**config.mk**
```make
export PLATFORM = sky130hd
export DESIGN_NAME = spike_source_top
export DESIGN_NICKNAME = d
export VERILOG_FILES = /design/src/verilog/spike_pkg.sv /design/src/verilog/spike_channels.sv /design/src/verilog/spike_source_top.sv /design/src/verilog/spike_out_fifo.sv /design/src/verilog/spike_generator_array.sv /design/src/verilog/time_unit_timer.sv /design/src/verilog/gen_state_mem.sv
export SDC_FILE = /design/constraint.sdc
export NUM_CORES = 1
export LEC_CHECK = 0
export CORE_MARGIN = 2
export CORE_UTILIZATION = 50
export CTS_CLUSTER_SIZE = 14
export DETAILED_ROUTE_END_ITERATION = 6
export DONT_BUFFER_PORTS = 1
export PLACE_DENSITY_LB_ADDON = 0.12
export SETUP_SLACK_MARGIN = 0.2
export SLEW_MARGIN = 20
export SYNTH_ARGS = -nofsm -noshare
export SYNTH_HDL_FRONTEND = slang
export SYNTH_SLANG_ARGS = --single-unit
```
**constraint.sdc**
```tcl
create_clock -name clk -period 3.5 [get_ports clk]
set_clock_uncertainty 0.05 [all_clocks]
set_input_delay 0.7 -clock clk [delete_from_list [all_inputs] [get_ports clk]]
set_output_delay 0.7 -clock clk [all_outputs]
set_load 0.05 [all_outputs]
```
**src/verilog/spike_pkg.sv**
```systemverilog
package spike_pkg;

  ////////////////////////////////
  // sizes

  // generator table
  localparam int n_gens     = 16;
  localparam int gen_idx_w  = $clog2(n_gens);

  // field widths of one generator word
  localparam int tick_w     = 16;
  localparam int period_w   = 16;
  localparam int tag_w      = 11;
  localparam int unit_len_w = 16;
  localparam int mem_w      = tick_w + period_w + tag_w;

  // word layout, tick in the top bits and tag at the bottom
  localparam int tag_lsb    = 0;
  localparam int period_lsb = tag_lsb + tag_w;
  localparam int tick_lsb   = period_lsb + period_w;

  // output buffering
  localparam int fifo_depth = 8;
  localparam int fifo_ptr_w = $clog2(fifo_depth);

  ////////////////////////////////
  // types

  typedef logic [gen_idx_w-1:0]  gen_idx_t;
  // one extra bit so that the full count fits
  typedef logic [gen_idx_w:0]    gen_count_t;
  typedef logic [n_gens-1:0]     gen_mask_t;
  typedef logic [tick_w-1:0]     tick_t;
  typedef logic [period_w-1:0]   period_t;
  typedef logic [tag_w-1:0]      tag_t;
  typedef logic [unit_len_w-1:0] unit_len_t;
  typedef logic [mem_w-1:0]      mem_word_t;
  typedef logic [fifo_ptr_w-1:0] fifo_ptr_t;
  typedef logic [fifo_ptr_w:0]   fifo_count_t;

  // scan FSM of the generator array
  typedef enum logic [1:0] {
    scan_idle,
    scan_read,
    scan_wait,
    scan_write
  } scan_state_t;

endpackage
```
**src/verilog/spike_channels.sv**
```systemverilog
`timescale 1ns/10ps

////////////////////////////////
// generator programming channel

// one request writes a complete generator word
// the source holds the data steady while valid is high
// a word is taken on a cycle where valid and ready are both high
interface program_channel;

  import spike_pkg::*;

  // handshake
  logic     valid;
  logic     ready;

  // target generator
  gen_idx_t gen_idx;

  // initial tick count, sets the firing phase
  tick_t    ticks;

  // firing interval in time units
  period_t  period;

  // destination carried by every spike of this generator
  tag_t     tag;

  // side that issues write requests
  modport source (
    output valid,
    output gen_idx,
    output ticks,
    output period,
    output tag,
    input  ready
  );

  // side that owns the generator table
  modport sink (
    input  valid,
    input  gen_idx,
    input  ticks,
    input  period,
    input  tag,
    output ready
  );

endinterface

```
**src/verilog/spike_source_top.sv**
```systemverilog
`timescale 1ns/10ps

// periodic spike source
// timer, generator array and output FIFO
module spike_source_top (
  input  logic                  clk,
  input  logic                  reset,
  input  spike_pkg::unit_len_t  clks_per_unit,
  input  spike_pkg::gen_count_t gens_used,
  input  spike_pkg::gen_mask_t  gens_en,
  input  logic                  prog_valid,
  output logic                  prog_ready,
  input  spike_pkg::gen_idx_t   prog_gen_idx,
  input  spike_pkg::tick_t      prog_ticks,
  input  spike_pkg::period_t    prog_period,
  input  spike_pkg::tag_t       prog_tag,
  output logic                  spike_valid,
  input  logic                  spike_ready,
  output spike_pkg::tag_t       spike_tag
);

  import spike_pkg::*;

  logic unit_pulse;

  // array to FIFO
  logic spk_valid;
  logic spk_ready;
  tag_t spk_tag;

  ////////////////////////////////
  // programming port

  program_channel prog_if ();

  assign prog_if.valid   = prog_valid;
  assign prog_if.gen_idx = prog_gen_idx;
  assign prog_if.ticks   = prog_ticks;
  assign prog_if.period  = prog_period;
  assign prog_if.tag     = prog_tag;
  assign prog_ready      = prog_if.ready;

  ////////////////////////////////
  // blocks

  time_unit_timer u_time_unit_timer (
    .clk           (clk),
    .reset         (reset),
    .clks_per_unit (clks_per_unit),
    .unit_pulse    (unit_pulse)
  );

  spike_generator_array u_spike_generator_array (
    .clk        (clk),
    .reset      (reset),
    .unit_pulse (unit_pulse),
    .gens_used  (gens_used),
    .gens_en    (gens_en),
    .prog       (prog_if.sink),
    .spk_valid  (spk_valid),
    .spk_ready  (spk_ready),
    .spk_tag    (spk_tag)
  );

  spike_out_fifo u_spike_out_fifo (
    .clk       (clk),
    .reset     (reset),
    .in_valid  (spk_valid),
    .in_ready  (spk_ready),
    .in_tag    (spk_tag),
    .out_valid (spike_valid),
    .out_ready (spike_ready),
    .out_tag   (spike_tag)
  );

endmodule

```
**src/verilog/spike_out_fifo.sv**
```systemverilog
`timescale 1ns/10ps

// spike tag FIFO between the generator array and the output port
// valid/ready on both sides
module spike_out_fifo (
  input  logic            clk,
  input  logic            reset,
  input  logic            in_valid,
  output logic            in_ready,
  input  spike_pkg::tag_t in_tag,
  output logic            out_valid,
  input  logic            out_ready,
  output spike_pkg::tag_t out_tag
);

  import spike_pkg::*;

  // storage
  tag_t        fifo_mem [0:fifo_depth-1];

  // pointers and occupancy
  fifo_ptr_t   wr_ptr;
  fifo_ptr_t   rd_ptr;
  fifo_count_t count;

  logic        push;
  logic        pop;

  ////////////////////////////////
  // handshake

  assign in_ready  = (count != fifo_count_t'(fifo_depth));
  assign out_valid = (count != '0);
  assign out_tag   = fifo_mem[rd_ptr];

  assign push = in_valid && in_ready;
  assign pop  = out_valid && out_ready;

  ////////////////////////////////
  // storage write

  always_ff @(posedge clk) begin
    if (push) begin
      fifo_mem[wr_ptr] <= in_tag;
    end
  end

  ////////////////////////////////
  // pointers

  // depth is a power of two so the pointers wrap on overflow
  always_ff @(posedge clk or posedge reset) begin
    if (reset) begin
      wr_ptr <= '0;
      rd_ptr <= '0;
      count  <= '0;
    end else begin
      if (push) begin
        wr_ptr <= wr_ptr + fifo_ptr_t'(1);
      end
      if (pop) begin
        rd_ptr <= rd_ptr + fifo_ptr_t'(1);
      end
      // push and pop together leave the count alone
      unique case ({push, pop})
        2'b10:   count <= count + fifo_count_t'(1);
        2'b01:   count <= count - fifo_count_t'(1);
        default: count <= count;
      endcase
    end
  end

  // the array checks for room before it reads, so a full FIFO is never pushed
  a_no_push_full: assert property (@(posedge clk) disable iff (reset)
    in_valid |-> in_ready);

endmodule

```
**src/verilog/spike_generator_array.sv**
```systemverilog
`timescale 1ns/10ps

// array of periodic spike generators
// per generator state lives in a block memory
// each unit pulse starts one scan over the generators in use
// an enabled generator takes three cycles, read then wait then write
// a disabled one is skipped in a single cycle
module spike_generator_array (
  input  logic                  clk,
  input  logic                  reset,
  input  logic                  unit_pulse,
  input  spike_pkg::gen_count_t gens_used,
  input  spike_pkg::gen_mask_t  gens_en,
  program_channel.sink          prog,
  output logic                  spk_valid,
  input  logic                  spk_ready,
  output spike_pkg::tag_t       spk_tag
);

  import spike_pkg::*;

  // scan control
  scan_state_t state;
  scan_state_t next_state;
  gen_idx_t    idx;
  gen_idx_t    next_idx;
  gen_count_t  idx_p1;
  logic        last_gen;
  logic        cur_en;

  // programming
  logic        prog_accept;
  mem_word_t   prog_word;

  // memory ports
  logic        mem_wr_en;
  gen_idx_t    mem_wr_addr;
  mem_word_t   mem_wr_data;
  logic        mem_rd_en;
  mem_word_t   mem_rd_data;

  // writeback datapath
  tick_t       rd_tick;
  tick_t       wr_tick;
  period_t     rd_period;
  tag_t        rd_tag;
  mem_word_t   back_word;
  logic        fire;

  gen_state_mem u_gen_state_mem (
    .clk     (clk),
    .wr_en   (mem_wr_en),
    .wr_addr (mem_wr_addr),
    .wr_data (mem_wr_data),
    .rd_en   (mem_rd_en),
    .rd_addr (idx),
    .rd_data (mem_rd_data)
  );

  ////////////////////////////////
  // scan FSM

  always_ff @(posedge clk or posedge reset) begin
    if (reset) begin
      state <= scan_idle;
      idx   <= '0;
    end else begin
      state <= next_state;
      idx   <= next_idx;
    end
  end

  // one adder shared by the skip and writeback steps
  assign idx_p1   = gen_count_t'(idx) + gen_count_t'(1);
  assign last_gen = (idx_p1 >= gens_used);
  assign cur_en   = gens_en[idx];

  always_comb begin
    next_state = state;
    next_idx   = idx;
    unique case (state)
      scan_idle: begin
        // nothing to scan when no generator is in use
        if (unit_pulse && (gens_used != '0)) begin
          next_state = scan_read;
          next_idx   = '0;
        end
      end
      scan_read: begin
        if (!cur_en) begin
          // skip a disabled generator
          next_state = last_gen ? scan_idle : scan_read;
          next_idx   = gen_idx_t'(idx_p1);
        end else if (spk_ready) begin
          // the FIFO has room, so the spike of this step can be taken
          next_state = scan_wait;
        end
      end
      scan_wait: begin
        // word moves into the memory output register
        next_state = scan_write;
      end
      scan_write: begin
        next_state = last_gen ? scan_idle : scan_read;
        next_idx   = gen_idx_t'(idx_p1);
      end
      default: begin
        next_state = scan_idle;
      end
    endcase
  end

  ////////////////////////////////
  // programming

  // writes only go in between scans
  assign prog.ready  = prog.valid && (state == scan_idle);
  assign prog_accept = prog.valid && prog.ready;

  always_comb begin
    prog_word = '0;
    prog_word[tick_lsb +: tick_w]     = prog.ticks;
    prog_word[period_lsb +: period_w] = prog.period;
    prog_word[tag_lsb +: tag_w]       = prog.tag;
  end

  ////////////////////////////////
  // tick update

  // memory output is valid in the write cycle
  always_comb begin
    rd_tick   = mem_rd_data[tick_lsb +: tick_w];
    rd_period = mem_rd_data[period_lsb +: period_w];
    rd_tag    = mem_rd_data[tag_lsb +: tag_w];
  end

  // tick counts units since the last spike
  // it restarts at one when the generator fires
  always_comb begin
    if (rd_tick < rd_period) begin
      wr_tick = rd_tick + tick_t'(1);
      fire    = 1'b0;
    end else begin
      wr_tick = tick_t'(1);
      fire    = 1'b1;
    end
  end

  // period and tag go back unchanged
  always_comb begin
    back_word = '0;
    back_word[tick_lsb +: tick_w]     = wr_tick;
    back_word[period_lsb +: period_w] = rd_period;
    back_word[tag_lsb +: tag_w]       = rd_tag;
  end

  ////////////////////////////////
  // memory port control

  // writeback in the write state, program word while idle
  always_comb begin
    mem_wr_en   = 1'b0;
    mem_wr_addr = idx;
    mem_wr_data = back_word;
    if (state == scan_write) begin
      mem_wr_en = 1'b1;
    end else if (prog_accept) begin
      mem_wr_en   = 1'b1;
      mem_wr_addr = prog.gen_idx;
      mem_wr_data = prog_word;
    end
  end

  // read once the FIFO can take a possible spike
  assign mem_rd_en = (state == scan_read) && cur_en && spk_ready;

  ////////////////////////////////
  // spike output

  assign spk_valid = (state == scan_write) && fire;
  assign spk_tag   = rd_tag;

  // the unit length must leave room for a full scan
  a_pulse_in_idle: assert property (@(posedge clk) disable iff (reset)
    unit_pulse |-> (state == scan_idle));

  // room seen at the read is still there at the write
  a_emit_ready: assert property (@(posedge clk) disable iff (reset)
    spk_valid |-> spk_ready);

  a_gens_used_range: assert property (@(posedge clk) disable iff (reset)
    gens_used <= gen_count_t'(n_gens));

endmodule

```
**src/verilog/time_unit_timer.sv**
```systemverilog
`timescale 1ns/10ps

// time unit timer
// one single cycle pulse every clks_per_unit clocks
module time_unit_timer (
  input  logic                 clk,
  input  logic                 reset,
  input  spike_pkg::unit_len_t clks_per_unit,
  output logic                 unit_pulse
);

  import spike_pkg::*;

  unit_len_t count;
  // low until the first load after reset
  logic      running;
  logic      reload;

  // load on the first cycle after reset and each time the count expires
  assign reload = !running || (count == '0);

  always_ff @(posedge clk or posedge reset) begin
    if (reset) begin
      count   <= '0;
      running <= 1'b0;
    end else if (reload) begin
      running <= 1'b1;
      // new unit length takes effect here
      count   <= clks_per_unit - unit_len_t'(1);
    end else begin
      count   <= count - unit_len_t'(1);
    end
  end

  // pulse while the loaded count sits at zero
  assign unit_pulse = running && (count == '0);

  // a single cycle unit would pulse on every clock
  a_unit_len_min: assert property (@(posedge clk) disable iff (reset)
    reload |-> (clks_per_unit >= unit_len_t'(2)));

endmodule

```
**src/verilog/gen_state_mem.sv**
```systemverilog
`timescale 1ns/10ps

// simple dual port block memory for the generator words
// one write port and one read port
// read data comes out two cycles after rd_en
module gen_state_mem (
  input  logic                 clk,
  input  logic                 wr_en,
  input  spike_pkg::gen_idx_t  wr_addr,
  input  spike_pkg::mem_word_t wr_data,
  input  logic                 rd_en,
  input  spike_pkg::gen_idx_t  rd_addr,
  output spike_pkg::mem_word_t rd_data
);

  import spike_pkg::*;

  // one word per generator
  mem_word_t mem [0:n_gens-1];

  // first stage after the array
  mem_word_t rd_q;

  ////////////////////////////////
  // write port

  always_ff @(posedge clk) begin
    if (wr_en) begin
      mem[wr_addr] <= wr_data;
    end
  end

  ////////////////////////////////
  // read port

  // read register, loaded only on a read
  always_ff @(posedge clk) begin
    if (rd_en) begin
      rd_q <= mem[rd_addr];
    end
  end

  // output register
  // second cycle of latency
  always_ff @(posedge clk) begin
    rd_data <= rd_q;
  end

  // the scan never reads the word it is writing back in the same cycle
  a_no_rw_collision: assert property (@(posedge clk)
    (wr_en && rd_en) |-> (wr_addr != rd_addr));

endmodule

```
==> out/results.txt, run 1 <==
Seq/Total Area, Yosys: 0.745
CTS Buf Count: 91
Setup crit start kind: flip-flop
Worst-case clock buffer depth: 3
Post-Syn Area: 35,300 sq um
Status: finished clean
Crit end category: primary output
Final setup viols: 0
Hold_buf cts: 0
Synth top area cells: edfxtp_1, mux4_2, mux2i_1
GR Util All Layers: 0.233
Clock sink count: 895
Die extent in x: 270 um
Highest routing layer actually used: met5
Initial antenna violation count: 4
Measured slew at the worst slew-check pin: 1010 ps
Static Leak: 13.5 nW
Power per cell area: 921 nW/um^2
Yosys reg bits: 895
DR WL/cell: 27.4 um
Root buffer cell: clkbuf_16
Area of the core: 69,900 sq um
Vias: 18,200
Vias in the first global route: 18,600
Ys Warns: 0
Worst EP arrival: 2410 ps
Synth Flop Type: edfxtp_1
Post-synth EDFFs: 819
WS Path Type: flip-flop to primary output
N_diodes: 0
Initial core utilization: 0.505
Remaining DRCs: 0
Fraction of registers with async set/reset: 0.0369
Top-area cell type share of the netlist area: 0.697
Detailed Route Iter0 Violations: 1,780
Post-synth cell types: 66
Avg Cell Area, Syn: 18.0 sq um
Syn Inst Count: 1,965
WL met3: 5110 um
Share of cells above drive strength 1: 0.204
Critical Path Start: u_spike_out_fifo.rd_ptr[0]
Die H: 270 um
Worst path max stage delay: 610 ps
List of most frequent post-synthesis cells: edfxtp_1, nand2_1, mux2i_1
Placed cell areas: 37,100 sq um
Pin count of the biggest net entering global routing: 103
Met2 WL: 42,500 um
Worst min-delay path class: input port to asynchronous set/reset pin
CP delay by family, top: multiplexers
Antenna viol nets, final: 0
M1 wire length: 35,000 um
CTS tree: done
Max VDD drop: 0.685 mV
Worst skew pair latency: 640 ps
H-tree depth: 3
Buffers on Ports: 0
Worst Path Buf+Inv: 1
Tcrit/Tclk final: 0.904
Most numerous cell in the Yosys netlist: edfxtp_1
Clock slew seen by the registers of the worst setup and hold paths: 60 ps
Mapped Nets: 2,082
Relative slew slack: 0.329
Crit path cell chain: buf_4, mux4_2, mux2_2
Maxcap violations: 0
RR Startpoint: u_spike_generator_array.u_gen_state_mem.rd_data[22]
Placer congestion estimate: 0.798
Site Rows: 97
Crit Path Max Fanout: 24
First-pass GRT wire length: 125,000 um
Synth area leader: edfxtp_1
RSZ-0062 raised after global routing: true
Fin. max-slew vios: 0
Worst R2R Setup Slack: 380 ps
Shortest clock period the worst path allows after layout: 3160 ps
Hold Vio Cnt, Final: 0
Area grow syn2layout: 14.0%
Crit path required time: 2750 ps
Die area: 72,700 sq um
NumNets Final: 2,171
Fmax: 316 MHz
Total gr overflow: 0
Pre-antenna DRT Iters: 5
Final HPWL DP: 46,200 um
Drt via density: 5.93
Number of I/O pins: 101
Setup TNS: 0 ps
Drt total wl: 84,200 um
Design Area, Final: 40,200 sq um
CP max stage cell: mux4_2
## sequential cells by signal, summed over array words and instances, names as in the netlist, named ones only
| name | count |
|---|---|
| u_spike_out_fifo.fifo_mem | 88 |
| u_time_unit_timer.count | 16 |
| u_spike_generator_array.u_gen_state_mem.mem | 688 |
| u_spike_generator_array.u_gen_state_mem.rd_q | 43 |
| u_spike_generator_array.state | 1 |
| u_time_unit_timer.running | 1 |
| u_spike_generator_array.u_gen_state_mem.rd_data | 43 |
| u_spike_out_fifo.rd_ptr | 3 |
| u_spike_generator_array.idx | 4 |
| u_spike_out_fifo.count | 4 |
| u_spike_out_fifo.wr_ptr | 3 |
## worst paths after layout
kind,to,cells after the start
max in group asynchronous,u_spike_generator_array.idx[0],2
worst min-delay path,u_time_unit_timer.running,1
worst max-delay path,spike_tag[4],3
worst min register to register,u_spike_generator_array.u_gen_state_mem.rd_data[9],0
min in group clk,u_time_unit_timer.count[0],1
worst max register to register,u_spike_out_fifo.count[3],13
## per-layer routing
metal  GRT usage  up-vias
li1            -     8040
met1       0.312     9525
met2       0.396      543
met3      0.0464      122
met4      0.0526        8
met5           0        -
## repair_timing
item	in CTS	in global routing
setup buffers	0	2
endpoints found under the setup margin	0	43
resized for setup	0	3
hold endpoints to repair	0	0
## area by class of cell
class,count,area [sq um]
inverters,33,126
clock buffers,125,2530
flip-flops and latches,895,26300
well taps,940,1180
clock inverters,47,539
repair buffers,93,936
multi-input cells,940,8630
fillers,5350,29700
## worst reg2reg max path: cells and delay by family, from the launching register on
kind	cells	cell delay, ps
adders and majority gates	3	830
AOI/OAI and AO/OA	3	630
and+or+nand+nor	4	860
buffers and inverters	1	50
DFF	1	310
xor gates and xnor gates	2	270
## report_power, final
| group | internal [W] | total, W | switching, W | leakage [nW] |
|---|---|---|---|---|
| Combinational | 0.00397 | 0.0111 | 0.00716 | 3.90 |
| Clock | 0.00577 | 0.00982 | 0.00405 | 1.48 |
| Sequential | 0.0152 | 0.0161 | 0.000895 | 8.17 |
| Total | 0.0250 | 0.0371 | 0.0121 | 13.5 |
## cells by family after synthesis
kind of cell,share of synthesized area
flip-flops,0.745
other,0.000106
buffers and inverters,0.0153
adder cells (fa/ha/maj),0.0105
XOR/XNOR,0.0104
AND/OR/NAND/NOR,0.0342
multiplexers,0.131
AO/OA/AOI/OAI,0.0534
## metrics by stage
stage	cells	util	total power (W)	hold slack (ps)	worst slack, ps
floorplan	1965	-	0.0234	273	-421
global placement	2899	0.531	0.0273	276	368
detailed placement	2899	0.531	0.0275	277	334
CTS	3071	0.575	0.0374	15.5	267
global route	3073	0.576	0.0388	44.6	144
finish	3073	0.576	0.0371	14.7	336
## cells in the final DEF, fill, tap and decap left out, types with 5 or more instances in the layout
cell type / Yosys / routed
a21o_1: 8 / 8
a21oi_1: 53 / 53
a221oi_1: 43 / 43
a22oi_1: 44 / 44
buf_12: 0 / 19
buf_4: 0 / 74
bufinv_16: 0 / 9
clkbuf_1: 54 / 25
clkbuf_16: 0 / 94
clkbuf_8: 0 / 6
clkinv_1: 1 / 14
clkinv_2: 0 / 11
dfrtp_1: 33 / 29
dfxtp_1: 43 / 43
edfxtp_1: 819 / 819
ha_1: 28 / 28
inv_1: 32 / 32
mux2_2: 57 / 57
mux2i_1: 144 / 144
mux4_2: 112 / 112
nand2_1: 145 / 145
nand2b_1: 5 / 5
nand3_1: 15 / 15
nand4_1: 8 / 8
nor2_1: 38 / 21
nor2_4: 1 / 17
nor3_1: 13 / 13
o21ai_0: 108 / 108
o31ai_1: 14 / 14
xnor2_1: 20 / 20
xor2_1: 22 / 22
Power figures use the tool's default switching activity.
==> run 2: changes to the inputs <==
--- a/config.mk
+++ b/config.mk
@@ -13,3 +13,3 @@
 export PLACE_DENSITY_LB_ADDON = 0.12
-export SETUP_SLACK_MARGIN = 0.2
+export SETUP_SLACK_MARGIN = 0.4
 export SLEW_MARGIN = 20
==> constraint.sdc (replaced) <==
create_clock -name clk -period 3.5 [get_ports clk]
set_clock_uncertainty 0.05 [all_clocks]
set_input_delay 0.525 -clock clk [delete_from_list [all_inputs] [get_ports clk]]
set_output_delay 0.525 -clock clk [all_outputs]
set_load 0.05 [all_outputs]
==> run 2 against run 1 <==
Cell area grew 0.48%. Global-route usage shrank 0.14 points. Sequential share of layout area shrank 0.30 points. Sequential power is essentially flat. Setup slack gained 140 ps. Routed wire length grew 0.31%. Highest routed layer is now met4. Combinational power is essentially flat. Fmax grew 4.6%. First-iteration DRC count shrank 6.0%. Sequential cell count is the same. Die area is the same.
==> out/results.txt, run 2 (synthesized netlist as in run 1, its figures left out) <==
Initial core utilization: 0.505 (unchanged)
Clock sink count: 895 (unchanged)
Crit end category: flip-flop
CTS Buf Count: 92 (+1.1%)
CTS tree: done
Area grow syn2layout: 14.6%
Vias: 18,400 (+0.78%)
Commonest non-fill, non-tap cell in the layout: edfxtp_1
Fmax: 331 MHz (+4.6%)
Largest regs: u_spike_generator_array.u_gen_state_mem.mem: 688 flops, u_spike_out_fifo.fifo_mem: 88 flops
Clock slew seen by the registers of the worst setup and hold paths: 60 ps (about the same)
Tcrit/Tclk final: 0.864 (-0.0401)
Site Rows: 97 (unchanged)
Hold Vio Cnt, Final: 0 (unchanged)
RSZ-0062 raised after global routing: true
GR Util All Layers: 0.232 (-0.00145)
Die H: 270 um (unchanged)
Share of cells above drive strength 1: 0.216 (+0.0121)
Fin. max-slew vios: 0 (unchanged)
Area of the core: 69,900 sq um (unchanged)
WS Path Type: flip-flop to flip-flop
Vias in the first global route: 18,400 (-1.4%)
Worst min-delay path class: input port to flip-flop
Critical Path Start: u_spike_generator_array.u_gen_state_mem.rd_data[26]
Worst-case clock buffer depth: 3 (unchanged)
Power per cell area: 922 nW/um^2 (+0.12%)
Remaining DRCs: 0 (unchanged)
Max FFs per register: 688 (unchanged)
Placer congestion estimate: 0.833 (+4.4%)
Measured slew at the worst slew-check pin: 985 ps (-22.3 ps)
Drt total wl: 84,500 um (+0.31%)
Shortest clock period the worst path allows after layout: 3020 ps (-140 ps)
Status: finished clean
Worst EP arrival: 3490 ps (+1080 ps)
NumNets Final: 2,188 (+0.78%)
Top reg by flops: u_spike_generator_array.u_gen_state_mem.mem
Total gr overflow: 0 (unchanged)
DR WL/cell: 27.3 um (-0.25%)
Antenna viol nets, final: 0 (unchanged)
RR Startpoint: u_spike_generator_array.u_gen_state_mem.rd_data[26]
Crit Path Max Fanout: 3 (-88%)
Hold Startpoint: clks_per_unit[6]
H-tree depth: 3 (unchanged)
Die area: 72,700 sq um (unchanged)
Root buffer cell: clkbuf_16
Buffers on Ports: 0 (unchanged)
Drt via density: 5.95 (+0.22%)
First-pass GRT wire length: 123,000 um (-1.4%)
Final HPWL DP: 47,500 um (+3.0%)
Setup crit start kind: flip-flop
Crit path required time: 3970 ps (+1220 ps)
Worst skew pair latency: 650 ps (about the same)
Pin count of the biggest net entering global routing: 81 (-21%)
Fillers: 5,313 (-0.69%)
Final core utilization: 0.578 (+0.00276)
Final setup viols: 0 (unchanged)
Commonest cells after routing, fill and taps aside: edfxtp_1, nand2_1, mux2i_1, mux4_2, o21ai_0
Max VDD drop: 0.587 mV (-14%)
Pre-antenna DRT Iters: 5 (unchanged)
Die extent in x: 270 um (unchanged)
Pwr Total: 0.0373 W (+0.60%)
Setup TNS: 0 ps (unchanged)
Number of I/O pins: 101 (unchanged)
Detailed Route Iter0 Violations: 1,673 (-6.0%)
Static Leak: 13.6 nW (+0.52%)
Maxcap violations: 0 (unchanged)
Relative slew slack: 0.340 (+0.0118)
Initial antenna violation count: 4 (unchanged)
run 2: changes by cell type in the layout (fill, tap and decap cells not counted), sizes merged:
cell         delta
buf            +13
bufinv          +2
clkbuf         -10
clkinv          +2
clkinvlp        +3
diode           +2
dlygate4sd3     +3
inv             +2
run 2: per-layer routing:
layer  up-vias  part of all wire  track usage
met1      9556              0.42        0.312
met5         -                 0            0
met3       131             0.066       0.0474
li1       8065                 -            -
met2       628              0.50        0.386
met4         0             0.023       0.0646
run 2: path summary, 6_finish.rpt:
check	endpoint	slack (ps)	cells past startpoint
min in group asynchronous	u_time_unit_timer.count[13]	390	3
min reg2reg	u_spike_generator_array.u_gen_state_mem.rd_data[30]	270	0
max in group asynchronous	u_spike_generator_array.idx[0]	2650	3
max	u_spike_out_fifo.count[3]	480	13
max reg2reg	u_spike_out_fifo.count[3]	480	13
min	u_time_unit_timer.count[6]	40	2
run 2: timing repair:
action,in CTS,in global routing
setup buffers,0,4
setup endpoints to repair,5,40
hold buffers,3,0
resized for setup,4,18
endpoints found under the hold margin,35,0
pin swaps,0,11
run 2: layout make-up:
cell class,count,area (sq um),share of cell area
Antenna cell,2,5.00,0.000124
Clock buffer,115,2450,0.0606
Clock inverter,56,624,0.0154
Inverter,33,126,0.00313
Multi-Input combinational cell,940,8710,0.216
Sequential cell,895,26300,0.651
Tap cell,940,1180,0.0291
Timing Repair Buffer,109,1030,0.0256
run 2: where the power goes:
part / switching, W / leakage, nW / internal, W / total, W
Clock: 0.00405 / 1.48 / 0.00581 / 0.00986
Sequential: 0.000906 / 8.17 / 0.0152 / 0.0161
Combinational: 0.00721 / 3.97 / 0.00408 / 0.0113
Total: 0.0122 / 13.6 / 0.0251 / 0.0373
run 2: metrics by stage:
step / cell area (sq um) / cells / hold WS [ps] / setup slack (ps)
2_1_floorplan: 35400 / 1965 / 273 / 350
3_3_place_gp: 37200 / 2910 / 275 / 368
3_5_place_dp: 37200 / 2910 / 277 / 176
4_1_cts: 40300 / 3084 / 9.04 / 412
5_1_grt: 40400 / 3090 / 38.5 / 374
6_report: 40400 / 3090 / 44.0 / 476
run 2: critical path: stages, from the launching register on:
cell and delay (ps):
dfxtp_1 300, inv_1 50, ha_1 310, nand4_1 170
or4_4 460, o211ai_4 310, nand3_2 150, ha_4 200
ha_1 260, a21o_1 160, a21oi_2 130, xnor2_1 130
nor2_1 60, xor2_1 130
